--- src/source/dcache_defs.svh ---
/*
  geometry macros of the 4-way data cache
  address split, set count, tag and data widths
*/
`ifndef DCACHE_DEFS_SVH
`define DCACHE_DEFS_SVH

// byte address, 1 MB reachable
`define DC_ADDR_W 20

// one 32-bit word per line, set index from addr[9:2]
`define DC_SET_W 8
`define DC_SETS 256

// tag from addr[19:10]
`define DC_TAG_W 10

`define DC_WAYS 4
`define DC_WORD_W 32

`endif
--- src/source/dcache_pkg.sv ---
/*
  shared types of the data cache
  vector typedefs, request state enum, lookup, commit and way info structs
*/
`include "dcache_defs.svh"

package dcache_pkg;

  typedef logic [`DC_ADDR_W-1:0] addr_t;           // byte address
  typedef logic [`DC_SET_W-1:0] set_t;             // addr[9:2]
  typedef logic [`DC_TAG_W-1:0] tag_t;             // addr[19:10]
  typedef logic [$clog2(`DC_WAYS)-1:0] way_t;
  typedef logic [$clog2(`DC_WAYS)-1:0] age_t;      // 0 = most recent
  typedef logic [`DC_WORD_W-1:0] word_t;
  typedef logic [`DC_WORD_W/8-1:0] byte_en_t;
  typedef logic [1:0] size_t;                      // 0 byte, 1 half, 2 word, 3 illegal

  typedef enum logic [1:0] {
    IDLE,
    LOOKUP,                                        // load compare cycle
    STORE,                                         // store commit cycle
    MISS                                           // waiting for fetch
  } ctrl_state_e;

  typedef struct packed {
    set_t set;
    tag_t tag;
  } lookup_t;

  // one update of tag, valid, age and data state
  typedef struct packed {
    logic en;
    way_t way;
    set_t set;
    tag_t tag;
    logic fill;                                    // word comes from memory side
    byte_en_t byte_en;                             // all zero on load hit
    word_t wdata;
  } commit_t;

  typedef struct packed {
    logic hit;
    way_t hit_way;
    way_t victim_way;                              // first invalid, else age 3
  } way_info_t;

endpackage

--- src/source/dcache_request_decode.sv ---
/*
  request control of the data cache
  state machine, latched request, address split, byte enables
  and the commit decision for load hits, stores and fills
*/
`timescale 1ns/1ps
`include "dcache_defs.svh"

module dcache_request_decode (
  input  logic                  CLK,
  input  logic                  rst_n,
  input  logic                  read_en,
  input  logic                  write_en,
  input  logic                  fetch,
  input  dcache_pkg::addr_t     read_addr,
  input  dcache_pkg::addr_t     write_addr,
  input  dcache_pkg::word_t     write_data,
  input  dcache_pkg::size_t     store_size,
  input  dcache_pkg::way_info_t way_info,
  output dcache_pkg::set_t      rd_set,
  output dcache_pkg::lookup_t   lookup,
  output dcache_pkg::commit_t   commit,
  output logic                  cache_miss,
  output logic                  rdata_valid
);

  localparam int SET_LSB = 2;                                   // word aligned lines
  localparam int TAG_LSB = `DC_ADDR_W - `DC_TAG_W;
  localparam dcache_pkg::size_t SZ_BYTE = 2'd0;
  localparam dcache_pkg::size_t SZ_HALF = 2'd1;
  localparam dcache_pkg::size_t SZ_WORD = 2'd2;
  localparam dcache_pkg::size_t SZ_ILLEGAL = 2'd3;

  dcache_pkg::ctrl_state_e state_q, state_d;
  dcache_pkg::addr_t addr_q;                                    // latched request address
  dcache_pkg::size_t size_q;
  dcache_pkg::word_t data_q;                                    // latched store data
  dcache_pkg::addr_t in_addr;
  dcache_pkg::byte_en_t store_be;
  logic accept;                                                 // request sampled this edge
  logic fill_now;

  assign in_addr = read_en ? read_addr : write_addr;            // load wins over store
  assign lookup = '{set: addr_q[SET_LSB +: `DC_SET_W], tag: addr_q[TAG_LSB +: `DC_TAG_W]};
  assign rd_set = accept ? in_addr[SET_LSB +: `DC_SET_W] : lookup.set;  // miss rereads own set

  always_comb begin
    case (size_q)
      SZ_BYTE:    store_be = dcache_pkg::byte_en_t'(1) << addr_q[1:0];
      SZ_HALF:    store_be = addr_q[1] ? 4'b1100 : 4'b0011;     // aligned halves only
      SZ_WORD:    store_be = '1;
      SZ_ILLEGAL: store_be = '0;                                // no effect
      default:    store_be = '0;
    endcase
  end

  always_comb begin
    accept = 1'b0;
    fill_now = 1'b0;
    cache_miss = 1'b0;
    rdata_valid = 1'b0;
    state_d = state_q;
    commit.en = 1'b0;
    commit.way = way_info.hit_way;
    commit.set = lookup.set;
    commit.tag = lookup.tag;                                    // fill tag from latched load
    commit.fill = 1'b0;
    commit.byte_en = '0;                                        // load hit touches ages only
    commit.wdata = data_q;
    case (state_q)
      dcache_pkg::IDLE: accept = 1'b1;
      dcache_pkg::LOOKUP: begin
        if (way_info.hit) begin
          rdata_valid = 1'b1;
          commit.en = 1'b1;                                     // recency update
          accept = 1'b1;
        end else if (fetch) begin
          fill_now = 1'b1;                                      // memory answered at once
        end else begin
          cache_miss = 1'b1;
          state_d = dcache_pkg::MISS;
        end
      end
      dcache_pkg::STORE: begin
        accept = 1'b1;
        if (size_q != SZ_ILLEGAL && (way_info.hit || size_q == SZ_WORD)) begin
          commit.en = 1'b1;
          commit.way = way_info.hit ? way_info.hit_way : way_info.victim_way;
          commit.byte_en = store_be;
        end                                                     // partial store miss dropped
      end
      dcache_pkg::MISS: begin
        if (fetch) fill_now = 1'b1;
        else cache_miss = 1'b1;                                 // held until fetch
      end
      default: state_d = dcache_pkg::IDLE;
    endcase
    if (fill_now) begin
      rdata_valid = 1'b1;
      commit.en = 1'b1;
      commit.fill = 1'b1;
      commit.way = way_info.victim_way;
      commit.byte_en = '1;
      commit.wdata = write_data;                                // fill word from memory side
      state_d = dcache_pkg::IDLE;
    end
    if (accept) begin
      if (read_en) state_d = dcache_pkg::LOOKUP;
      else if (write_en) state_d = dcache_pkg::STORE;
      else state_d = dcache_pkg::IDLE;
    end
  end

  always_ff @(posedge CLK) begin
    if (!rst_n) state_q <= dcache_pkg::IDLE;
    else state_q <= state_d;
  end

  always_ff @(posedge CLK) begin
    if (accept && read_en) begin
      addr_q <= read_addr;
    end else if (accept && write_en) begin
      addr_q <= write_addr;
      size_q <= store_size;
      data_q <= write_data;                                     // lane aligned store data
    end
  end

endmodule

--- config.mk ---
export PLATFORM = sky130hd
export DESIGN_NAME = dcache_request_decode
export DESIGN_NICKNAME = d
export VERILOG_FILES = /design/src/source/dcache_pkg.sv /design/src/source/dcache_request_decode.sv
export VERILOG_INCLUDE_DIRS = /design/src /design/src/source
export SDC_FILE = /design/constraint.sdc
export NUM_CORES = 1
export LEC_CHECK = 0
export ABC_CLOCK_PERIOD_IN_PS = 6200
export BUFFER_PORTS_ARGS = -buffer_cell sky130_fd_sc_hd__clkbuf_2
export CORE_MARGIN = 3
export CORE_UTILIZATION = 45
export DETAILED_ROUTE_END_ITERATION = 12
export MAX_ROUTING_LAYER = met4
export PLACE_DENSITY = 0.81
export RECOVER_POWER = 25
export SYNTH_ARGS = -nofsm -noshare
export SYNTH_HDL_FRONTEND = slang
export SYNTH_SLANG_ARGS = --single-unit
--- constraint.sdc ---
create_clock -name CLK -period 6.2 [get_ports CLK]
set_input_delay 0 -clock CLK [delete_from_list [all_inputs] [get_ports CLK]]
set_output_delay 0 -clock CLK [all_outputs]
set_load 0.1 [all_outputs]
* After elaboration in Yosys (flattened, before gate mapping)
Index checks and enable logic that the tools add are counted.
** Cells by class
- Eq/ne operators :: 9
- Bitwise logic cells :: 1
- Reduce and logical (&&, ||, !) cells :: 11
- Shift operators :: 1
- Multiplexer cells :: 31
** Operator list (count)
- 20-bit two-way mux :: 2
- 37-bit two-way mux :: 1
- 2-bit two-way mux :: 9
- 4-bit one-hot mux with 4 select lines :: 1
- 4-bit two-way mux :: 3
- 10-bit two-way mux :: 1
- 2-bit == test (second input constant) :: 4
- 8-bit two-way mux :: 1
- 1-bit one-hot mux with 2 select lines :: 4
- 1-bit two-way mux :: 7
- 3-bit two-way mux :: 2
- 3-bit by 1-bit inequality test with 1-bit output (second input constant) :: 2
- 2-bit by 1-bit == test with 1-bit output (second input constant) :: 2
- 2-bit logical NOT :: 2
- 1-bit by 2-bit << shifter with 4-bit output (first input constant) :: 1
- 1-bit logical AND :: 3
- 3-bit AND reduction :: 1
- 3-bit nonzero test :: 1
- 2-bit inequality test (second input constant) :: 1
- 2-bit AND reduction :: 1
- 2-bit nonzero test :: 1
- 2-bit OR reduction :: 1
- 1-bit logical OR :: 1
- 1-bit NOT :: 1
** Word-level totals
- Register bits after elaboration :: 56
- Bits of input ports :: 84
- Output and inout port bits :: 86
- Logic and storage cells :: 57

* Depth between registers and ports, before layout
Gate-level depths: netlist of run 1.
- Word-level depth :: 6
- Depth in mapped cells :: 8
- Mapped depth without buffers :: 7

* Worst setup path before layout of run 1
Ideal clock, no wire load.
- Path type :: register to output
- Start point :: reg state_q[0]
- End point :: out commit[32] (netlist bit)
- Arrival time :: 2.872 ns
- Buffers on the path :: 0
- Data required time :: 6.200 ns
- Slack :: 3.328 ns
- Cell stages (with the launch flop) :: 5
- Cell sequence :: dfxtp_1 inv_1 ha_1 o211ai_1 o21ai_0
** RTL lines
- start: declaration :: RTL line dcache_request_decode.sv:34 : dcache_pkg::ctrl_state_e state_q, state_d;
- start signal: assignment :: RTL line dcache_request_decode.sv:115 : if (!rst_n) state_q <= dcache_pkg::IDLE;
- start signal: assignment :: RTL line dcache_request_decode.sv:116 : else state_q <= state_d;
- end: declaration :: RTL line dcache_request_decode.sv:22 : output dcache_pkg::commit_t commit,

* Worst setup path in the final report of run 1
- Start point :: reg state_q[1]
- End point :: reg addr_q[8] (data pin)
** Between the ends
- Word-level cells in the longest chain between the ends :: 5
- Elaborated cells between the ends (all ways) :: 7
- Classes of those cells :: eq/ne: 2; mux: 2; reduce/logical: 3
** Ends and longest elaborated chain
- 2-bit == test or 2-bit logical NOT (tied branches) :: RTL line dcache_request_decode.sv:70 : case (state_q)
- 2-bit OR reduction (no source line)
- 1-bit one-hot mux with 2 select lines * :: RTL line dcache_request_decode.sv:70
- 1-bit logical AND * :: RTL line dcache_request_decode.sv:120 : if (accept && read_en) begin
- 20-bit two-way mux * :: RTL line dcache_request_decode.sv:120
- end signal: assignment :: RTL line dcache_request_decode.sv:121 : addr_q <= read_addr;
- end signal: assignment :: RTL line dcache_request_decode.sv:123 : addr_q <= write_addr;
- end: declaration :: RTL line dcache_request_decode.sv:35 : dcache_pkg::addr_t addr_q;
Every way passes the cells marked *; elsewhere a longest branch is shown, timed or not.
A chain may end at the register's enable or synchronous reset.

==> metrics.md, run 1 <==
| Metric | Value |
|---|---|
| WL met3 | `415 um` |
| Synth Flop Type | `sky130_fd_sc_hd__edfxtp_1` |
| Finished layout cell area | `4400 um2` |
| Library cell with the largest summed area after synthesis | `sky130_fd_sc_hd__edfxtp_1` |
| Max clock buf depth | `2` |
| Number of port buffers | `169` |
| Clock slew seen by the registers of the worst setup and hold paths | `0.09 ns` |
| Share of power burned in registers | `33.9%` |
| Multi-input logic area | `1040 um2` |
| Total area of sequential cells | `between 1500 and 2000 um2` |
| Setup repair after global routing missed its margin | `no` |
| Power density over the cells | `between 300 and 400 nW/um2` |
| Most area-consuming cells after synthesis | `sky130_fd_sc_hd__edfxtp_1 53%, sky130_fd_sc_hd__nand2_1 12%, sky130_fd_sc_hd__buf_4 10%` |
| Routed met2 length | `4.420 mm` |
| Detailed-route DRC error count | `0` |
| Overall overflow remaining after global route | `0` |
| TritonCTS clock tree | `built` |
| Seq cells post-synth | `56` |
| Required time of the critical path | `6.26 ns` |
| Achievable clock frequency | `roughly 0.32 GHz` |
| Worst clock skew on the final layout | `0.009367 ns` |
| Die Span X | `88.79 um` |
| Final Hold Fails | `0` |
| Final antenna-violating net count | `0` |
| Slowest cell on the critical path | `sky130_fd_sc_hd__a21oi_2` |
| Detailed-route vias per instance | `4.854` |
| Final min period | `3.108 ns` |
| CP Data Arrival Time | `3.16 ns` |
| Portion of total power attributed to combinational logic | `around 52%` |
| Leak Pwr | `approximately 0.0020 uW` |
| Via count of the first global-routing pass | `roughly 2.7k` |
| Crit path capture type | `flop` |
| Post-DR wirelength/cell | `about 14 um` |
| Number of buffers and inverters on the critical path | `2` |
| Biggest fanout along the worst timing path | `21` |
| Actual transition at the worst max-transition pin | `1.172 ns` |
| Area delta synth->final | `42.68%` |
| Highest ir drop seen on vdd | `0.2250 mV` |
| Top routing layer used | `met4` |
| Initial drt markers | `68` |
| Routability congestion estimate from global placement | `0.7360` |
| Switching power share of the total | `52.67%` |
| Asr flop ratio synth | `0%` |
| Largest delay share family, worst path | `compound AO/OA/AOI/OAI gates` |
| Unique masters post-synth | `29` |
| Max capacitance violation total | `0` |
| Clock tree root driver cell | `sky130_fd_sc_hd__clkbuf_8` |
| Finished Core Util | `between 60% and 70%` |
| First-pass GRT wire length | `12.20 mm` |
| First-pass detailed-route iteration total | `4` |
| Type of origin of the critical path | `flop` |
| Internal power of the cells | `666.6 uW` |
| Area share of the largest cell type after synthesis | `approximately 53%` |
| Post-synthesis instance total | `295` |
| Final cell count without fillers | `between 500 and 600` |
| Total wire length | `8.108 mm` |
| Worst hold path type | `primary input to flop` |
| Delay of the slowest critical-path stage | `approximately 0.7 ns` |
| Initial antenna violation count | `0` |
| Commonest non-fill, non-tap cell in the layout | `sky130_fd_sc_hd__clkbuf_2` |
| Number of vias in the routed layout | `2762` |
| Met1 Routed Length | `2.927 mm` |
| # rows | `29` |
| Number of enable flip-flop cells after synthesis | `54` |
| Cell breakdown of the critical path | `inv_1 -> ha_1 -> nand2_1 -> a21oi_2 -> and2_4 -> mux2_1 -> dlygate4sd3_1` |
| Count of yosys warnings during synthesis | `0` |
| Final-stage net count | `581` |
| Post-Synthesis Net Count | `between 300 and 400` |
| Buffers inserted by post-CTS timing repair | `0` |
| Dpl hpwl | `around 5.3 mm` |
| Netlist Area Pre-Place | `a little over 3000 um2` |
| Level count of the clock H-tree | `2` |
| Number of cells after detailed placement | `492` |
| Part of the total power dissipated in the clock network | `14.1%` |
| Psw | `around 740 uW` |
| Status | `complete, no violations` |
| TritonCTS Sinks | `56` |
| Global-route total usage across every layer | `a little over a fifth` |
| Fin crit share | `50.13%` |
| Path type of the worst setup path | `flop to flop` |
| Synthesized area divided by synthesized cell count | `10.45 um2` |
| Core area | `6495 um2` |
| Minimum hold slack | `roughly 0.012 ns` |
| Initial core utilization | `47.49%` |
| Number of buffers added by the clock tree synthesis step | `5` |
| Number of setup violations in the final report | `0` |
| Remaining max-slew budget at the tightest pin | `between 20% and 30%` |
| Skew-Pair Late Insertion Delay | `a little over 0.3 ns` |
| Layout cell share with drive strength beyond 1 | `29.88%` |
| Number of filler cells placed in the layout | `515` |
| Number of top-level pins | `170` |
| Area of the die | `7883 um2` |
| Chip height | `roughly 89 um` |
| Proportion of synthesized chip area in sequential cells | `53.87%` |
| Highest-count cells in the layout ignoring fill and taps | `130 x sky130_fd_sc_hd__clkbuf_2, 101 x sky130_fd_sc_hd__nand2_1, 69 x sky130_fd_sc_hd__dlygate4sd3_1, 54 x sky130_fd_sc_hd__edfxtp_1, 40 x sky130_fd_sc_hd__clkbuf_1` |
| Final number of max-transition violations | `0` |
| Antenna fix cells | `0` |
| Sum of negative setup slack | `0 ns` |
| Largest net degree at the start of global routing | `37` |
| Post-Place Cell Area | `between 3000 and 4000 um2` |
-- worst reg2reg max path: cells and delay by family (launching register included) --
family                     cells  cell delay, ns
AOI/OAI and AO/OA              1            0.70
buffers and inverters          2            0.68
and+or+nand+nor                2            0.57
muxes                          1            0.37
DFF                            1            0.36
adders and majority gates      1            0.20
-- repair_timing --
item	4_1_cts	5_1_grt
hold endpoints to repair	54	0
setup endpoints to repair	0	0
hold buffers	69	0
resized for setup	0	0
-- layer usage --
layer | GRT usage, % | vias up
li1 | - | 1341
met1 | 20.42 | 1281
met2 | 39.00 | 112
met3 | 3.445 | 28
met4 | 11.13 | 0
met5 | - | -
-- registers in the layout, summed over array words and instances, names as in the netlist --
register  flops
data_q       32
addr_q       20
size_q        2
state_q       2
-- power by group through the flow --
stage	Sequential, uW	Clock [uW]	Combinational, uW
3_5_place_dp	487	0	694
4_1_cts	478	206	737
3_3_place_gp	484	0	689
5_1_grt	483	219	758
2_1_floorplan	481	0	643
6_report	477	199	732
-- cells in the mapped netlist, drive strengths merged (4+ instances only) --
master  count
inv         5
o21ai       6
nand2     101
o21a        4
buf        48
a21oi      14
ha          6
nor2       12
edfxtp     54
mux2i       8
mux2       22
-- stage by stage --
step | setup slack [ns] | power (uW)
after floorplan | 3.328 | 1123
after global placement | 3.651 | 1174
after detailed placement | 3.541 | 1181
after CTS | 3.134 | 1422
after global routing | 2.908 | 1460
final | 3.092 | 1408
-- area by class of cell --
type	instances	share of cell area [%]
sequential	56	37.76
clock buffer	6	1.649
clock inverter	2	0.3696
tap	77	2.189
inverter	5	0.4265
multi-input combinational	184	23.63
timing repair buffer	239	33.98
-- cell families (layout without fill, tap and decap cells) --
group,after synthesis,in the layout,synth area share [%]
compound gates,26,26,4.827
fa+ha+maj,6,6,2.434
buf+inv,55,252,12.58
flops,56,56,53.87
mux,30,30,10.63
simple gates,122,122,15.66
-- final timing paths --
path | startpoint | to | slack (ns) | depth (start not counted)
worst max-delay path | state_q[1] | addr_q[8] | 3.09 | 7
worst min-delay path | read_addr[3] | addr_q[3] | 0.01 | 2
worst max register to register | state_q[1] | addr_q[8] | 3.09 | 7
worst min register to register | state_q[1] | state_q[1] | 0.71 | 3
(Power assumes the default switching activity.)
==> run 2: changes to the inputs <==
--- a/config.mk
+++ b/config.mk
@@ -6,7 +6,7 @@
 export SDC_FILE = /design/constraint.sdc
 export NUM_CORES = 1
 export LEC_CHECK = 0
-export ABC_CLOCK_PERIOD_IN_PS = 6200
+export ABC_CLOCK_PERIOD_IN_PS = 3100
 export BUFFER_PORTS_ARGS = -buffer_cell sky130_fd_sc_hd__clkbuf_2
 export CORE_MARGIN = 3
 export CORE_UTILIZATION = 45
==> constraint.sdc (replaced) <==
create_clock -name CLK -period 3.1 [get_ports CLK]
set_input_delay 0 -clock CLK [delete_from_list [all_inputs] [get_ports CLK]]
set_output_delay 0 -clock CLK [all_outputs]
set_load 0.1 [all_outputs]
==> metrics.md, run 2 (synthesized netlist as in run 1, its figures left out) <==
| Metric | Value |
|---|---|
| Number of buffers and inverters on the critical path | `3` |
| Commonest non-fill, non-tap cell in the layout | `sky130_fd_sc_hd__clkbuf_2` |
| Worst clock skew on the final layout | `0.01035 ns` |
| Overall overflow remaining after global route | `0` |
| Dpl hpwl | `5.313 mm` |
| Biggest fanout along the worst timing path | `21` |
| Number of setup violations in the final report | `0` |
| Detailed-route DRC error count | `0` |
| Initial core utilization | `between 40 and 50%` |
| Final cell count without fillers | `570` |
| Max reg flops | `32` |
| Number of cells after detailed placement | `495` |
| Level count of the clock H-tree | `2` |
| Total wire length | `just over 8 mm` |
| Layout cell share with drive strength beyond 1 | `between 30% and 40%` |
| Post-Place Cell Area | `3692 um2` |
| Crit path capture type | `flop` |
| Finished layout cell area | `4419 um2` |
| Total area of sequential cells | `about 1700 um2` |
| Max clock buf depth | `2` |
| # rows | `29` |
| Registers with the most flip-flops | `data_q: 32 flops, addr_q: 20 flops` |
| Clock tree root driver cell | `sky130_fd_sc_hd__clkbuf_8` |
| Largest net degree at the start of global routing | `37` |
| Number of filler cells placed in the layout | `around 530` |
| CP Data Arrival Time | `2.79 ns` |
| Register containing the most flip-flops in the final layout | `data_q` |
| Final-stage net count | `582` |
| Core area | `between 6000 and 7000 um2` |
| Setup repair after global routing missed its margin | `no` |
| Number of hold-repair buffers added at the cts stage | `66` |
| Number of vias in the routed layout | `2747` |
| Overall power after layout | `2887 uW` |
| Slowest cell on the critical path | `sky130_fd_sc_hd__dlygate4sd3_1` |
| First-pass detailed-route iteration total | `4` |
| Cell breakdown of the critical path | `inv_1 -> ha_1 -> nand2_1 -> a21oi_2 -> buf_4 -> and2_4 -> mux2_2 -> dlygate4sd3_1` |
| Clock slew seen by the registers of the worst setup and hold paths | `around 0.10 ns` |
| Detailed-route vias per instance | `4.819` |
| Final Hold Fails | `0` |
| Status | `complete, no violations` |
| Multi-input logic area | `1040 um2` |
| Delay of the slowest critical-path stage | `~0.56 ns` |
| Die Span X | `88.79 um` |
| Initial antenna violation count | `0` |
| Final number of max-transition violations | `0` |
| Actual transition at the worst max-transition pin | `about 1.2 ns` |
| Antenna fix cells | `0` |
| Routability congestion estimate from global placement | `0.7963` |
| Via count of the first global-routing pass | `2707` |
| Fin crit share | `87.83%` |
| Post-DR wirelength/cell | `between 10 and 15 um` |
| Chip height | `88.79 um` |
| Sum of negative setup slack | `0 ns` |
| First-pass GRT wire length | `12.19 mm` |
| TritonCTS clock tree | `built` |
| Global-route total usage across every layer | `20.84%` |
| Worst hold path type | `primary input to flop` |
| Required time of the critical path | `3.16 ns` |
| Highest-count cells in the layout ignoring fill and taps | `128 x sky130_fd_sc_hd__clkbuf_2, 101 x sky130_fd_sc_hd__nand2_1, 67 x sky130_fd_sc_hd__dlygate4sd3_1, 54 x sky130_fd_sc_hd__edfxtp_1, 42 x sky130_fd_sc_hd__clkbuf_1` |
| Area delta synth->final | `43.29%` |
| Remaining max-slew budget at the tightest pin | `21.74%` |
| TritonCTS Sinks | `56` |
| Largest delay share family, worst path | `buffers and inverters` |
| Initial drt markers | `92` |
| Number of buffers added by the clock tree synthesis step | `5` |
| Final min period | `2.723 ns` |
| Number of top-level pins | `170` |
| Path type of the worst setup path | `flop to flop` |
| Achievable clock frequency | `0.3673 GHz` |
| Skew-Pair Late Insertion Delay | `0.30 ns` |
| Max capacitance violation total | `0` |
| Number of port buffers | `169` |
| Type of origin of the critical path | `flop` |
| Leak Pwr | `0.002056 uW` |
| Final antenna-violating net count | `0` |
| Highest ir drop seen on vdd | `between 0.4 and 0.5 mV` |
| Area of the die | `7883 um2` |
| Buffers inserted by post-CTS timing repair | `0` |
| Post-cts resize count | `0` |
| Power density over the cells | `around 650 nW/um2` |
run 2: path summary, 6_finish.rpt:
| kind | slack, ns | cells past startpoint | endpoint | startpoint |
|---|---|---|---|---|
| worst min-delay path | 0.001 | 2 | addr_q[16] | read_addr[16] |
| worst min register to register | 0.72 | 3 | state_q[1] | state_q[1] |
| worst max-delay path | 0.38 | 8 | addr_q[19] | state_q[1] |
| worst max register to register | 0.38 | 8 | addr_q[19] | state_q[1] |
run 2: worst register-to-register path: stages, from the launching register on:
cell and delay (ns):
sky130_fd_sc_hd__dfxtp_1 0.36, sky130_fd_sc_hd__inv_1 0.13, sky130_fd_sc_hd__ha_1 0.21, sky130_fd_sc_hd__nand2_1 0.10, sky130_fd_sc_hd__a21oi_2 0.17, sky130_fd_sc_hd__buf_4 0.24, sky130_fd_sc_hd__and2_4 0.36, sky130_fd_sc_hd__mux2_2 0.37
sky130_fd_sc_hd__dlygate4sd3_1 0.56
run 2: metal layers:
metal / GRT usage (%) / vias up / part of all wire, %
li1: - / 1346 / -
met2: 37.11 / 117 / 55
met1: 22.06 / 1260 / 37
met3: 3.352 / 24 / 4.9
met5: - / - / 0
met4: 10.71 / 0 / 3.5
run 2: power breakdown:
| part | internal [uW] | switching [uW] | leakage, uW |
|---|---|---|---|
| Sequential | 919 | 36.1 | 0.000530 |
| Clock | 240 | 226 | 0.0000552 |
| Combinational | 254 | 1210 | 0.00147 |
| Total | 1410 | 1470 | 0.00206 |
run 2: through the flow:
step / hold WS (ns) / setup slack, ns / util [%]
3_5_place_dp: 0.1796 / 0.7765 / 56.85
5_1_grt: 0.0006491 / 0.2017 / 68.04
6_report: 0.001400 / 0.3772 / 68.04
3_3_place_gp: 0.1802 / 0.9030 / 56.85
4_1_cts: 0.002197 / 0.3691 / 68.68
2_1_floorplan: 0.09887 / 0.2284 / -
run 2: final cells by class:
class / instances / area share [%]
well taps: 77 / 2.180
clock inverters: 2 / 0.7928
inverters: 5 / 0.4247
multi-input cells: 184 / 23.53
flip-flops and latches: 56 / 37.60
repair buffers: 240 / 33.83
clock buffers: 6 / 1.642
